--- src/rtl/hps_video_pkg.sv ---
package hps_video_pkg;

	//////////////////////////////////////////////////////////////////////////////
	// Widths with a meaning of their own

	// Pixel or line count
	typedef logic [11:0] dim_t;

	// Aspect term, bit 12 marks a direct size
	typedef logic [12:0] ar_t;

	typedef logic [7:0] cmd_t;

	//////////////////////////////////////////////////////////////////////////////
	// Host command codes

	localparam cmd_t CMD_MODE = 8'h20;
	localparam cmd_t CMD_VSET = 8'h27;
	localparam cmd_t CMD_HSET = 8'h37;
	localparam cmd_t CMD_ARC  = 8'h3A;

	// Output mode after reset, 1080p
	localparam dim_t DEF_WIDTH  = 12'd1920;
	localparam dim_t DEF_HEIGHT = 12'd1080;

	//////////////////////////////////////////////////////////////////////////////
	// Bundles

	typedef struct packed {
		logic        uio;
		logic        strobe;
		logic [15:0] din;
	} host_bus_t;

	typedef struct packed {
		dim_t width;
		dim_t height;
		dim_t hset;
		dim_t vset;
		logic freescale;
		ar_t  arc1x;
		ar_t  arc1y;
		ar_t  arc2x;
		ar_t  arc2y;
	} scale_cfg_t;

	typedef struct packed {
		dim_t hmin;
		dim_t hmax;
		dim_t vmin;
		dim_t vmax;
	} win_t;

	typedef struct packed {
		logic hs;
		logic vs;
	} sync_t;

endpackage

--- src/rtl/umuldiv.sv ---
`timescale 1ns/1ps

module umuldiv #(
	parameter int DIV_W = 12
) (
	input  logic             clk_sys,
	input  logic             resetd,
	input  logic             i_start,
	input  logic [DIV_W-1:0] i_mul1,
	input  logic [DIV_W-1:0] i_mul2,
	input  logic [DIV_W-1:0] i_div,
	output logic             o_busy,
	output logic [DIV_W-1:0] o_result
);

	localparam int STEP_W = $clog2(DIV_W + 1);

	logic [2*DIV_W-1:0] product;
	logic [DIV_W-1:0]   rem, quo, divisor;
	logic               ovf;
	logic [STEP_W-1:0]  step_cnt;
	logic [DIV_W:0]     trial, diff;

	assign product = i_mul1 * i_mul2;

	// Shift next dividend bit into the partial remainder
	assign trial = {rem, quo[DIV_W-1]};
	assign diff  = trial - {1'b0, divisor};

	// Quotient wider than the port saturates
	assign o_result = ovf ? '1 : quo;

	always_ff @(posedge clk_sys) begin
		if (resetd) begin
			o_busy   <= 1'b0;
			step_cnt <= '0;
		end else if (i_start) begin
			o_busy   <= 1'b1;
			step_cnt <= STEP_W'(DIV_W);
		end else if (o_busy) begin
			step_cnt <= step_cnt - 1'b1;
			if (step_cnt == STEP_W'(1)) begin
				o_busy <= 1'b0;
			end
		end
	end

	// Restoring divide, one quotient bit per cycle
	always_ff @(posedge clk_sys) begin
		if (i_start) begin
			rem     <= product[2*DIV_W-1:DIV_W];
			quo     <= product[DIV_W-1:0];
			divisor <= i_div;
			ovf     <= product[2*DIV_W-1:DIV_W] >= i_div;
		end else if (o_busy) begin
			rem <= diff[DIV_W] ? trial[DIV_W-1:0] : diff[DIV_W-1:0];
			quo <= {quo[DIV_W-2:0], ~diff[DIV_W]};
		end
	end

endmodule

--- src/rtl/ar_window_calc.sv ---
`timescale 1ns/1ps

module ar_window_calc #(
	parameter int DIV_W = 12
) (
	input  logic                      clk_sys,
	input  logic                      resetd,
	input  hps_video_pkg::scale_cfg_t i_cfg,
	input  hps_video_pkg::ar_t        i_arx,
	input  hps_video_pkg::ar_t        i_ary,
	output hps_video_pkg::win_t       o_win
);

	typedef enum logic [2:0] {
		ST_SELECT,
		ST_MUL_H,
		ST_WAIT_W,
		ST_MUL_W,
		ST_WAIT_H,
		ST_CLAMP,
		ST_CENTRE
	} state_t;

	localparam hps_video_pkg::win_t WIN_FULL = '{
		hmin: '0,
		hmax: hps_video_pkg::DEF_WIDTH - 12'd1,
		vmin: '0,
		vmax: hps_video_pkg::DEF_HEIGHT - 12'd1
	};

	state_t              state;
	hps_video_pkg::dim_t lim_w, lim_h;
	hps_video_pkg::dim_t rat_x, rat_y;
	logic                rat_xy;
	hps_video_pkg::dim_t wcalc, hcalc;
	hps_video_pkg::dim_t videow, videoh;
	hps_video_pkg::win_t win_i;

	logic             md_start;
	logic             md_busy;
	logic [DIV_W-1:0] md_mul1, md_mul2, md_div;
	logic [DIV_W-1:0] md_res;

	umuldiv #(
		.DIV_W(DIV_W)
	) u_muldiv (
		.clk_sys (clk_sys),
		.resetd  (resetd),
		.i_start (md_start),
		.i_mul1  (md_mul1),
		.i_mul2  (md_mul2),
		.i_div   (md_div),
		.o_busy  (md_busy),
		.o_result(md_res)
	);

	//////////////////////////////////////////////////////////////////////////////
	// Host limits and ratio source, one register stage

	always_ff @(posedge clk_sys) begin
		lim_w <= (i_cfg.hset != '0 && i_cfg.hset < i_cfg.width) ? i_cfg.hset : i_cfg.width;
		lim_h <= (i_cfg.vset != '0 && i_cfg.vset < i_cfg.height) ? i_cfg.vset : i_cfg.height;

		// ary of zero picks a custom pair
		if (i_ary == '0 && i_arx == 13'd1) begin
			rat_x  <= i_cfg.arc1x[11:0];
			rat_y  <= i_cfg.arc1y[11:0];
			rat_xy <= i_cfg.arc1x[12] | i_cfg.arc1y[12];
		end else if (i_ary == '0 && i_arx == 13'd2) begin
			rat_x  <= i_cfg.arc2x[11:0];
			rat_y  <= i_cfg.arc2y[11:0];
			rat_xy <= i_cfg.arc2x[12] | i_cfg.arc2y[12];
		end else begin
			rat_x  <= i_arx[11:0];
			rat_y  <= i_ary[11:0];
			rat_xy <= i_arx[12] | i_ary[12];
		end
	end

	//////////////////////////////////////////////////////////////////////////////
	// Window loop, runs forever

	always_ff @(posedge clk_sys) begin
		if (resetd) begin
			state    <= ST_SELECT;
			md_start <= 1'b0;
			win_i    <= WIN_FULL;
		end else begin
			md_start <= 1'b0;
			case (state)
				ST_SELECT: begin
					if (i_cfg.freescale || rat_x == '0 || rat_y == '0) begin
						wcalc <= lim_w;
						hcalc <= lim_h;
						state <= ST_CLAMP;
					end else if (rat_xy) begin
						// Ratio holds the size itself
						wcalc <= rat_x;
						hcalc <= rat_y;
						state <= ST_CLAMP;
					end else begin
						state <= ST_MUL_H;
					end
				end

				// Width from height
				ST_MUL_H: begin
					md_mul1  <= DIV_W'(lim_h);
					md_mul2  <= DIV_W'(rat_x);
					md_div   <= DIV_W'(rat_y);
					md_start <= 1'b1;
					state    <= ST_WAIT_W;
				end
				ST_WAIT_W: begin
					wcalc <= hps_video_pkg::dim_t'(md_res);
					if (!md_start && !md_busy) begin
						state <= ST_MUL_W;
					end
				end

				// Height from width
				ST_MUL_W: begin
					md_mul1  <= DIV_W'(lim_w);
					md_mul2  <= DIV_W'(rat_y);
					md_div   <= DIV_W'(rat_x);
					md_start <= 1'b1;
					state    <= ST_WAIT_H;
				end
				ST_WAIT_H: begin
					hcalc <= hps_video_pkg::dim_t'(md_res);
					if (!md_start && !md_busy) begin
						state <= ST_CLAMP;
					end
				end

				ST_CLAMP: begin
					videow <= (wcalc > lim_w) ? lim_w : wcalc;
					videoh <= (hcalc > lim_h) ? lim_h : hcalc;
					state  <= ST_CENTRE;
				end

				// Centre inside the full output frame
				ST_CENTRE: begin
					win_i.hmin <= (i_cfg.width - videow) >> 1;
					win_i.hmax <= ((i_cfg.width - videow) >> 1) + videow - 12'd1;
					win_i.vmin <= (i_cfg.height - videoh) >> 1;
					win_i.vmax <= ((i_cfg.height - videoh) >> 1) + videoh - 12'd1;
					state      <= ST_SELECT;
				end

				default: state <= ST_SELECT;
			endcase
		end
	end

	always_ff @(posedge clk_sys) begin
		if (resetd) begin
			o_win <= WIN_FULL;
		end else begin
			o_win <= win_i;
		end
	end

endmodule

--- src/rtl/hps_cmd_ctrl.sv ---
`timescale 1ns/1ps

module hps_cmd_ctrl (
	input  logic                      clk_sys,
	input  logic                      resetd,
	input  hps_video_pkg::host_bus_t  i_host,
	output hps_video_pkg::scale_cfg_t o_cfg
);

	typedef enum logic [1:0] {
		IDLE,
		HAVE_CMD,
		DONE_CMD
	} state_t;

	state_t                    state;
	hps_video_pkg::cmd_t       cmd;
	logic [2:0]                word_cnt;
	hps_video_pkg::scale_cfg_t cfg;

	assign o_cfg = cfg;

	always_ff @(posedge clk_sys) begin
		if (resetd) begin
			state         <= IDLE;
			cmd           <= '0;
			word_cnt      <= '0;
			cfg.width     <= hps_video_pkg::DEF_WIDTH;
			cfg.height    <= hps_video_pkg::DEF_HEIGHT;
			cfg.hset      <= '0;
			cfg.vset      <= '0;
			cfg.freescale <= 1'b0;
			cfg.arc1x     <= '0;
			cfg.arc1y     <= '0;
			cfg.arc2x     <= '0;
			cfg.arc2y     <= '0;
		end else if (!i_host.uio) begin
			// Frame closed
			state    <= IDLE;
			cmd      <= '0;
			word_cnt <= '0;
		end else if (i_host.strobe) begin
			case (state)
				IDLE: begin
					// First word of a frame is the command
					cmd      <= i_host.din[7:0];
					word_cnt <= '0;
					if (i_host.din[7:0] inside {hps_video_pkg::CMD_MODE,
							hps_video_pkg::CMD_VSET, hps_video_pkg::CMD_HSET,
							hps_video_pkg::CMD_ARC}) begin
						state <= HAVE_CMD;
					end else begin
						// Unknown, swallow the rest of the frame
						state <= DONE_CMD;
					end
				end

				HAVE_CMD: begin
					word_cnt <= word_cnt + 3'd1;
					case (cmd)
						hps_video_pkg::CMD_MODE: begin
							// Only active size is kept out of the eight mode words
							if (word_cnt == 3'd0) begin
								cfg.width <= i_host.din[11:0];
							end
							if (word_cnt == 3'd4) begin
								cfg.height <= i_host.din[11:0];
							end
							if (word_cnt == 3'd7) begin
								state <= DONE_CMD;
							end
						end

						hps_video_pkg::CMD_VSET: begin
							cfg.vset <= i_host.din[11:0];
							state    <= DONE_CMD;
						end

						hps_video_pkg::CMD_HSET: begin
							cfg.freescale <= i_host.din[15];
							cfg.hset      <= i_host.din[11:0];
							state         <= DONE_CMD;
						end

						hps_video_pkg::CMD_ARC: begin
							case (word_cnt[1:0])
								2'd0: cfg.arc1x <= i_host.din[12:0];
								2'd1: cfg.arc1y <= i_host.din[12:0];
								2'd2: cfg.arc2x <= i_host.din[12:0];
								default: cfg.arc2y <= i_host.din[12:0];
							endcase
							if (word_cnt == 3'd3) begin
								state <= DONE_CMD;
							end
						end

						default: state <= DONE_CMD;
					endcase
				end

				// Extra words until uio drops
				default: state <= DONE_CMD;
			endcase
		end
	end

endmodule

--- src/rtl/sync_polarity_fix.sv ---
`timescale 1ns/1ps

module sync_polarity_fix #(
	parameter int CNT_W = 16
) (
	input  logic                 clk_sys,
	input  logic                 resetd,
	input  hps_video_pkg::sync_t i_sync,
	output hps_video_pkg::sync_t o_sync
);

	logic [1:0] line_in;
	logic [1:0] pol;

	assign line_in = i_sync;
	assign o_sync  = hps_video_pkg::sync_t'(line_in ^ pol);

	// Same measurement for hsync and vsync
	for (genvar i = 0; i < 2; i++) begin : g_line
		logic             s1, s2;
		logic             pol_q;
		logic [CNT_W-1:0] run_cnt;
		logic [CNT_W-1:0] high_len, low_len;

		assign pol[i] = pol_q;

		always_ff @(posedge clk_sys) begin
			if (resetd) begin
				s1       <= 1'b0;
				s2       <= 1'b0;
				run_cnt  <= '0;
				high_len <= '0;
				low_len  <= '0;
				pol_q    <= 1'b0;
			end else begin
				s1 <= line_in[i];
				s2 <= s1;
				if (s1 != s2) begin
					run_cnt <= '0;
				end else if (~&run_cnt) begin
					run_cnt <= run_cnt + 1'b1;
				end
				// Run that just ended
				if (s1 && !s2) begin
					low_len <= run_cnt;
				end
				if (!s1 && s2) begin
					high_len <= run_cnt;
				end
				pol_q <= high_len > low_len;
			end
		end
	end

endmodule

--- src/rtl/csync_gen.sv ---
`timescale 1ns/1ps

module csync_gen #(
	parameter int CNT_W = 16
) (
	input  logic                 clk_sys,
	input  logic                 resetd,
	input  hps_video_pkg::sync_t i_sync,
	output logic                 o_csync
);

	logic             prev_hs;
	logic             cs_hs, cs_vs;
	logic [CNT_W-1:0] h_cnt;
	logic [CNT_W-1:0] line_len, hs_len;

	assign o_csync = cs_hs ^ cs_vs;

	always_ff @(posedge clk_sys) begin
		if (resetd) begin
			prev_hs  <= 1'b0;
			cs_hs    <= 1'b0;
			cs_vs    <= 1'b0;
			h_cnt    <= '0;
			line_len <= '0;
			hs_len   <= '0;
		end else begin
			prev_hs <= i_sync.hs;

			// Line and hsync lengths, restarted on each hsync edge
			if (prev_hs != i_sync.hs) begin
				h_cnt <= '0;
				if (i_sync.hs) begin
					line_len <= h_cnt - hs_len;
					cs_hs    <= 1'b0;
				end else begin
					hs_len <= h_cnt;
				end
			end else begin
				h_cnt <= h_cnt + 1'b1;
			end

			// In vsync the pulse ends one hsync length early
			if (!i_sync.vs) begin
				cs_hs <= i_sync.hs;
			end else if (h_cnt == line_len) begin
				cs_hs <= 1'b1;
			end

			cs_vs <= i_sync.vs;
		end
	end

endmodule

--- src/rtl/hps_video_top.sv ---
`timescale 1ns/1ps

module hps_video_top #(
	parameter int DIV_W = 12,
	parameter int CNT_W = 16
) (
	input  logic                     clk_sys,
	input  logic                     resetd,
	input  hps_video_pkg::host_bus_t i_host,
	input  hps_video_pkg::ar_t       i_arx,
	input  hps_video_pkg::ar_t       i_ary,
	input  hps_video_pkg::sync_t     i_sync_raw,
	output hps_video_pkg::win_t      o_win,
	output hps_video_pkg::sync_t     o_sync,
	output logic                     o_csync
);

	hps_video_pkg::scale_cfg_t cfg;

	//////////////////////////////////////////////////////////////////////////////
	// Host side

	hps_cmd_ctrl u_cmd_ctrl (
		.clk_sys(clk_sys),
		.resetd (resetd),
		.i_host (i_host),
		.o_cfg  (cfg)
	);

	ar_window_calc #(
		.DIV_W(DIV_W)
	) u_window (
		.clk_sys(clk_sys),
		.resetd (resetd),
		.i_cfg  (cfg),
		.i_arx  (i_arx),
		.i_ary  (i_ary),
		.o_win  (o_win)
	);

	//////////////////////////////////////////////////////////////////////////////
	// Sync path

	sync_polarity_fix #(
		.CNT_W(CNT_W)
	) u_sync_fix (
		.clk_sys(clk_sys),
		.resetd (resetd),
		.i_sync (i_sync_raw),
		.o_sync (o_sync)
	);

	// Composite sync from the normalised pair
	csync_gen #(
		.CNT_W(CNT_W)
	) u_csync (
		.clk_sys(clk_sys),
		.resetd (resetd),
		.i_sync (o_sync),
		.o_csync(o_csync)
	);

endmodule

--- config.mk ---
export PLATFORM = sky130hd
export DESIGN_NAME = hps_video_top
export DESIGN_NICKNAME = d
export VERILOG_FILES = /design/src/rtl/hps_video_pkg.sv /design/src/rtl/umuldiv.sv /design/src/rtl/ar_window_calc.sv /design/src/rtl/hps_cmd_ctrl.sv /design/src/rtl/sync_polarity_fix.sv /design/src/rtl/csync_gen.sv /design/src/rtl/hps_video_top.sv
export SDC_FILE = /design/constraint.sdc
export NUM_CORES = 2
export LEC_CHECK = 0
export BUFFER_PORTS_ARGS = -buffer_cell sky130_fd_sc_hd__buf_2
export CAP_MARGIN = 10
export CORE_ASPECT_RATIO = 1.75
export CORE_MARGIN = 2
export CORE_UTILIZATION = 50
export CTS_CLUSTER_DIAMETER = 120
export CTS_CLUSTER_SIZE = 40
export DETAILED_ROUTE_END_ITERATION = 8
export PLACE_DENSITY = 0.69
export RECOVER_POWER = 25
export SYNTH_ARGS = -nofsm -noshare
export SYNTH_HDL_FRONTEND = slang
export SYNTH_SLANG_ARGS = --single-unit
--- constraint.sdc ---
create_clock -name clk_sys -period 5.9 [get_ports clk_sys]
set_input_delay 0.59 -clock clk_sys [delete_from_list [all_inputs] [get_ports clk_sys]]
set_output_delay 0.59 -clock clk_sys [all_outputs]
set_load 0.03 [all_outputs]
After elaboration in Yosys (flattened, before gate mapping)
Index checks and enable logic that the tools add are counted.
Widths: inputs -> output; s select.
{ "totals": {"reg_bits": 538, "latchBits": 0, "ramBits": 0, "mem_bits_ro": 0, "in_bits": 48, "output_inout_bits": 51, "word_cells": 230, "mem_count": 0} }
{ "classes": {"n_addsub": 13, "n_mul": 1, "n_div": 0, "magnitude_cmp": 7, "n_eq_ne": 34, "shift": 0, "muxes": 46, "bitwise_logic": 10, "reduce_logical": 60} }
{ "op_table": {"columns": ["op", "count"], "rows": [
  ["$mux 12", 18],
  ["$pmux 12 s2", 5],
  ["$eq 8x6->1 const B", 8],
  ["$add 16x1->16 const B", 3],
  ["$gt 16x16->1", 2],
  ["$reduce_and 16->1", 2],
  ["$reduce_and 5->1", 6],
  ["$add 11x12->12", 2],
  ["$gt 12x12->1", 2],
  ["$logic_not 12->1", 2],
  ["$lt 12x12->1", 2],
  ["$mul 12x12->24", 1],
  ["$reduce_bool 12->1", 2],
  ["$sub 12x1->12 const B", 2],
  ["$sub 12x12->12", 2],
  ["$pmux 3 s6", 1],
  ["$eq 16x16->1", 1],
  ["$reduce_and 2->1", 8],
  ["$sub 16x16->16", 1],
  ["$eq 3x3->1 const B", 5],
  ["$eq 13x1->1 const B", 1],
  ["$eq 13x2->1 const B", 1],
  ["$logic_not 13->1", 1],
  ["$sub 13x12->13", 1],
  ["34 further kinds", 92]
]} }

Depth between registers and ports, before layout
{ "logic_depth": {"ltp_word": 5, "mapped_depth": 26, "depth_no_buf": 25} }

Modules after synthesis
A second synthesis with hierarchy kept.
{ "unflattened": {"hier_cells": 3324, "area_unflattened_um2": 31809.3} }
{ "by_module_without_submodules": {"columns": ["module", "n_inst", "cells_per_inst", "area_per_inst_um2", "seq_area_each_um2"], "rows": [
  ["ar_window_calc", 1, 1154, 11974.0, 5425.2],
  ["umuldiv", 1, 829, 7591.0, 1211.2],
  ["sync_polarity_fix", 1, 548, 4966.0, 2042.0],
  ["hps_cmd_ctrl", 1, 460, 4401.7, 2282.2],
  ["csync_gen", 1, 333, 2876.5, 1021.0]
]} }

Worst setup path after synthesis
Ideal clock, no wire load.
{ "synth_path": {"kind": "register -> register", "from": "register u_window.md_mul2[5]", "to": "register u_window.u_muldiv.ovf (data pin)", "setup_ns": 0.262, "t_arrival_ns": 5.677, "required_ns": 5.638, "slack_ns": -0.039, "stages_incl_launch_ff": 24, "n_path_buf": 1, "period_less_slack_ns": 5.939, "cell_sequence": "edfxtp_1 > clkbuf_1 > nand2_1 > fa_1 > fa_1 > fa_1 > inv_1 > fa_1 > inv_1 > fa_1 > inv_1 > ha_1 > or3_1 > o21a_1 > a21oi_1 > xor2_1 > ha_1 > nand2b_1 > a21o_1 > a21o_1 > a211oi_1 > o21bai_1 > a31oi_1 > o21ai_0"} }
{ "synth_between": {"elab_chain_len": 2} }
{ "synth_rtl": {"columns": ["element", "line_no", "source"], "rows": [
  ["from (decl)", "ar_window_calc.sv:41", "logic [DIV_W-1:0] md_mul1, md_mul2, md_div;"],
  ["from (signal assigned)", "ar_window_calc.sv:109", "md_mul2 <= DIV_W'(rat_x);"],
  ["from (signal assigned)", "ar_window_calc.sv:124", "md_mul2 <= DIV_W'(rat_y);"],
  ["$mul 12x12->24", "umuldiv.sv:24", "assign product = i_mul1 * i_mul2;"],
  ["$ge 12x12->1", "umuldiv.sv:54", "ovf <= product[2*DIV_W-1:DIV_W] >= i_div;"],
  ["to (signal assigned)", "umuldiv.sv:54", null],
  ["to (decl)", "umuldiv.sv:20", "logic ovf;"]
]} }
Every way passes these cells.
A chain may end at the register's enable or synchronous reset.

Worst setup path after layout
{ "layout_path": {"from": "register u_window.md_mul1[6]", "to": "register u_window.u_muldiv.ovf (data pin)"} }
{ "layout_between": {"elab_chain_len": 2} }
{ "layout_rtl": {"columns": ["element", "line_no", "source"], "rows": [
  ["from (decl)", "ar_window_calc.sv:41", null],
  ["from (signal assigned)", "ar_window_calc.sv:108", "md_mul1 <= DIV_W'(lim_h);"],
  ["from (signal assigned)", "ar_window_calc.sv:123", "md_mul1 <= DIV_W'(lim_w);"],
  ["$mul 12x12->24", "umuldiv.sv:24", null],
  ["$ge 12x12->1", "umuldiv.sv:54", null]
]} }
Every way passes these cells.

==> reports/qor.json <==
{
  "drt_wl_total_um": 75760,
  "critPathMaxFanout": 4,
  "rr_startpoint": "u_window.md_mul1[6]",
  "power_dens_cells_nw_per_um2": 315.2,
  "place_worst_setup_slack_ns": -0.1960,
  "nets": 3709,
  "routed_via_density": 5.497,
  "vias": 22510,
  "hold_path.class": "in2reg",
  "hold_path_startpoint": "i_ary[6]",
  "remaining_drc_errors": 0,
  "drv_slew": 178,
  "cts_hold_repair.buffers": 0,
  "final_min_period_over_clock_period": 1.006,
  "cpMostUsedCell": "fa_1",
  "place.detailed.hpwl_um": 57310,
  "worst-path-stages": 23,
  "timing.fmax_mhz": 168.5,
  "top_level_ports": 99,
  "critical_setup_path_class": "reg2reg",
  "wl_per_cell_um": 18.50,
  "transition_time_at_the_pin_with_the_least_slew_margin_ns": 4.757,
  "grt_antenna_before_repair": 2,
  "antenna-diode-count": 0,
  "ys_seq_elements": 538,
  "final.min_clock_period_ns": 5.934,
  "dieArea_um2": 64150,
  "core_um2": 61260,
  "critPathLaunchType": "flip-flop",
  "unrepaired_setup_endpoints_after_global_routing": "yes",
  "critPathSlowestCell": "fa_1",
  "maxCapViolations": 2,
  "worst-r2r-cell-count": 23,
  "globalRouteOverflowTotal": 0,
  "first_global_vias": 22660,
  "yosysWarnings": 0,
  "synth-main-ff-cell": "dfxtp_1",
  "die_h_um": 333.6,
  "bufs_on_longest_clock_path": 3,
  "route.antenna.remaining_nets": 0,
  "layout.area.seq_um2": 11980,
  "grt_pass1_wl_um": 121500,
  "cts_made_buffers": 17,
  "critical_path.max_stage_delay_ns": 0.54,
  "timing.critical_path.from": "u_window.md_mul1[6]",
  "clk-insertion-delay-late_ns": 0.57,
  "synthesis.area_per_instance_um2": 9.596,
  "crit_path_end_kind": "flip-flop",
  "power.leakage_nw": 14.46,
  "final_layout_size_suffix_gt1_frac": 0.09537,
  "syn_to_final_growth_pct": 7.096,
  "syn_std_cell_area_um2": 31030,
  "die_width_um": 192.3,
  "timing.final.ws_setup_ns": -0.03436,
  "finalHoldViolations": 0,
  "multi_input_area_um2": 17290,
  "drt_iter0_drc": 1168,
  "final_cell_mix": "dfxtp_1 (417), inv_1 (352), nor2_1 (333), ha_1 (252), mux2i_1 (211)",
  "path_delay_family": "adder cells",
  "core.rowCount": 120,
  "fin_area_um2": 33240,
  "sequential_cell_area_fraction_in_the_yosys_report": 0.3861,
  "grt_util_all_layers": 0.2400,
  "max-vdd-ir-drop_v": 0.0003834,
  "htree_num_levels": 1,
  "number_of_enable_type_register_cells_in_the_synthesized_netlist": 121,
  "synth_cell_types": 83,
  "cp_cell_sequence": "nand2_1 -> fa_1 -> fa_1 -> fa_1 -> inv_1 -> fa_1 -> inv_1 -> fa_1 -> inv_1 -> ha_4 -> a211o_1 -> o211ai_1 -> buf_4 -> buf_4 -> a21oi_1 -> o21a_1 -> nor2_1 -> xnor2_1 -> ha_1 -> a211oi_2 -> nand2_1 -> a31oi_1 -> o21ai_1",
  "postSynth.asyncResetShare": 0,
  "syn-instance-count": 3234,
  "run_status": "complete, but fails checks",
  "tritoncts_clock_tree": "built",
  "grt_max_degree": 161,
  "count_of_filler_cells_inserted_in_the_layout": 5680,
  "mostFrequentLayoutCell": "dfxtp_1",
  "drt-pass1-iter-count": 5,
  "numClockSinks": 538,
  "timing.clock.skew_ns": 0.02141,
  "placement.io_buffers": 94,
  "detailed_place.area_um2": 32610,
  "initial_utilization": 0.5066,
  "violations": "max-capacitance violations, max-slew violations, negative setup slack",
  "timing.slew.headroom": -2.172,
  "worstPathRequired_ns": 6.23,
  "timing.hold.worst_path_depth": 2,
  "clock-root-buffer": "clkbuf_16",
  "clk_transition_reported_paths_ns": 0.15,
  "setup_violations": 1,
  "worst-path-buf-inv": 5,
  "gp_congestion": 0.9298,
  "cp.arrival_ns": 6.27
}
logic make-up after synthesis:
| kind of cell | count (synthesis) | synth area share |
|---|---|---|
| XOR/XNOR | 127 | 0.03584 |
| buffers and inverters | 503 | 0.06237 |
| AND/OR/NAND/NOR | 896 | 0.1390 |
| AO/OA/AOI/OAI | 500 | 0.1019 |
| multiplexers | 303 | 0.1016 |
| adder cells (fa/ha/maj) | 366 | 0.1731 |
| other | 1 | 0.0001208 |
| flip-flops | 538 | 0.3861 |
repair_timing:
item                       4_1_cts  5_1_grt
buffers inserted                10        0
cloned                           0        0
gates resized for setup         18        8
setup endpoints to repair        1        3
pin swaps                       34        9
synthesized netlist by cell type (all sizes together), types with 72 or more instances:
library cell	count	area, µm²
a21oi	132	671.9
clkbuf	116	436.7
nor2	335	1257
xor2	72	630.6
edfxtp	121	3633
nand2	202	760.7
o21ai	158	790.8
ha	259	3241
mux2i	211	2112
fa	106	2122
inv	353	1325
mux2	92	1040
dfxtp	417	8348
stage by stage:
step / util / hold slack (ns) / setup TNS [ns] / total power, W / cells
final: 0.5425 / 0.2225 / -0.03436 / 0.01048 / 4096
after global routing: 0.5425 / 0.2014 / -2.929 / 0.01119 / 4096
after CTS: 0.5429 / 0.2023 / 0 / 0.01044 / 4095
after detailed placement: 0.5323 / 0.4303 / -0.1960 / 0.008478 / 4059
after global placement: 0.5323 / 0.4274 / -0.1658 / 0.008443 / 4059
after floorplan: - / 0.4169 / 0 / 0.006921 / 3235
worst paths after layout:
path,end,slack (ns)
worst max-delay path,u_window.u_muldiv.ovf,-0.03
worst min-delay path,u_window.rat_y[6],0.22
worst max register to register,u_window.u_muldiv.ovf,-0.03
worst min register to register,u_window.o_win[0],0.46
registers in the layout, indices dropped and copies added (netlist names), 16 cells and up:
| name | count |
|---|---|
| u_sync_fix.g_line.low_len | 32 |
| u_csync.h_cnt | 16 |
| u_csync.line_len | 16 |
| u_window.win_i | 46 |
| u_sync_fix.g_line.high_len | 32 |
| u_cmd_ctrl.o_cfg | 101 |
| u_csync.hs_len | 16 |
| u_window.o_win | 46 |
| u_sync_fix.g_line.run_cnt | 32 |
final cells by class:
type / count / area share
clock buffer: 23 / 0.01348
timing repair buffer: 192 / 0.03520
tap: 793 / 0.02985
multi-input combinational: 2194 / 0.5202
clock inverter: 3 / 0.0008659
inverter: 353 / 0.03987
sequential: 538 / 0.3605
metal layers:
metal  track usage  up-vias  routed length, µm
met5             0        -                 23
met4        0.1249        4               4551
met3       0.02420      196               2279
met2        0.4578      397              40900
met1        0.2549    10880              28010
li1              -    11040                  -
power by group:
group / switching, W / internal, W
Clock: 0.00112 / 0.000557
Sequential: 0.000135 / 0.00396
Combinational: 0.00240 / 0.00231
Power figures use the tool's default switching activity.
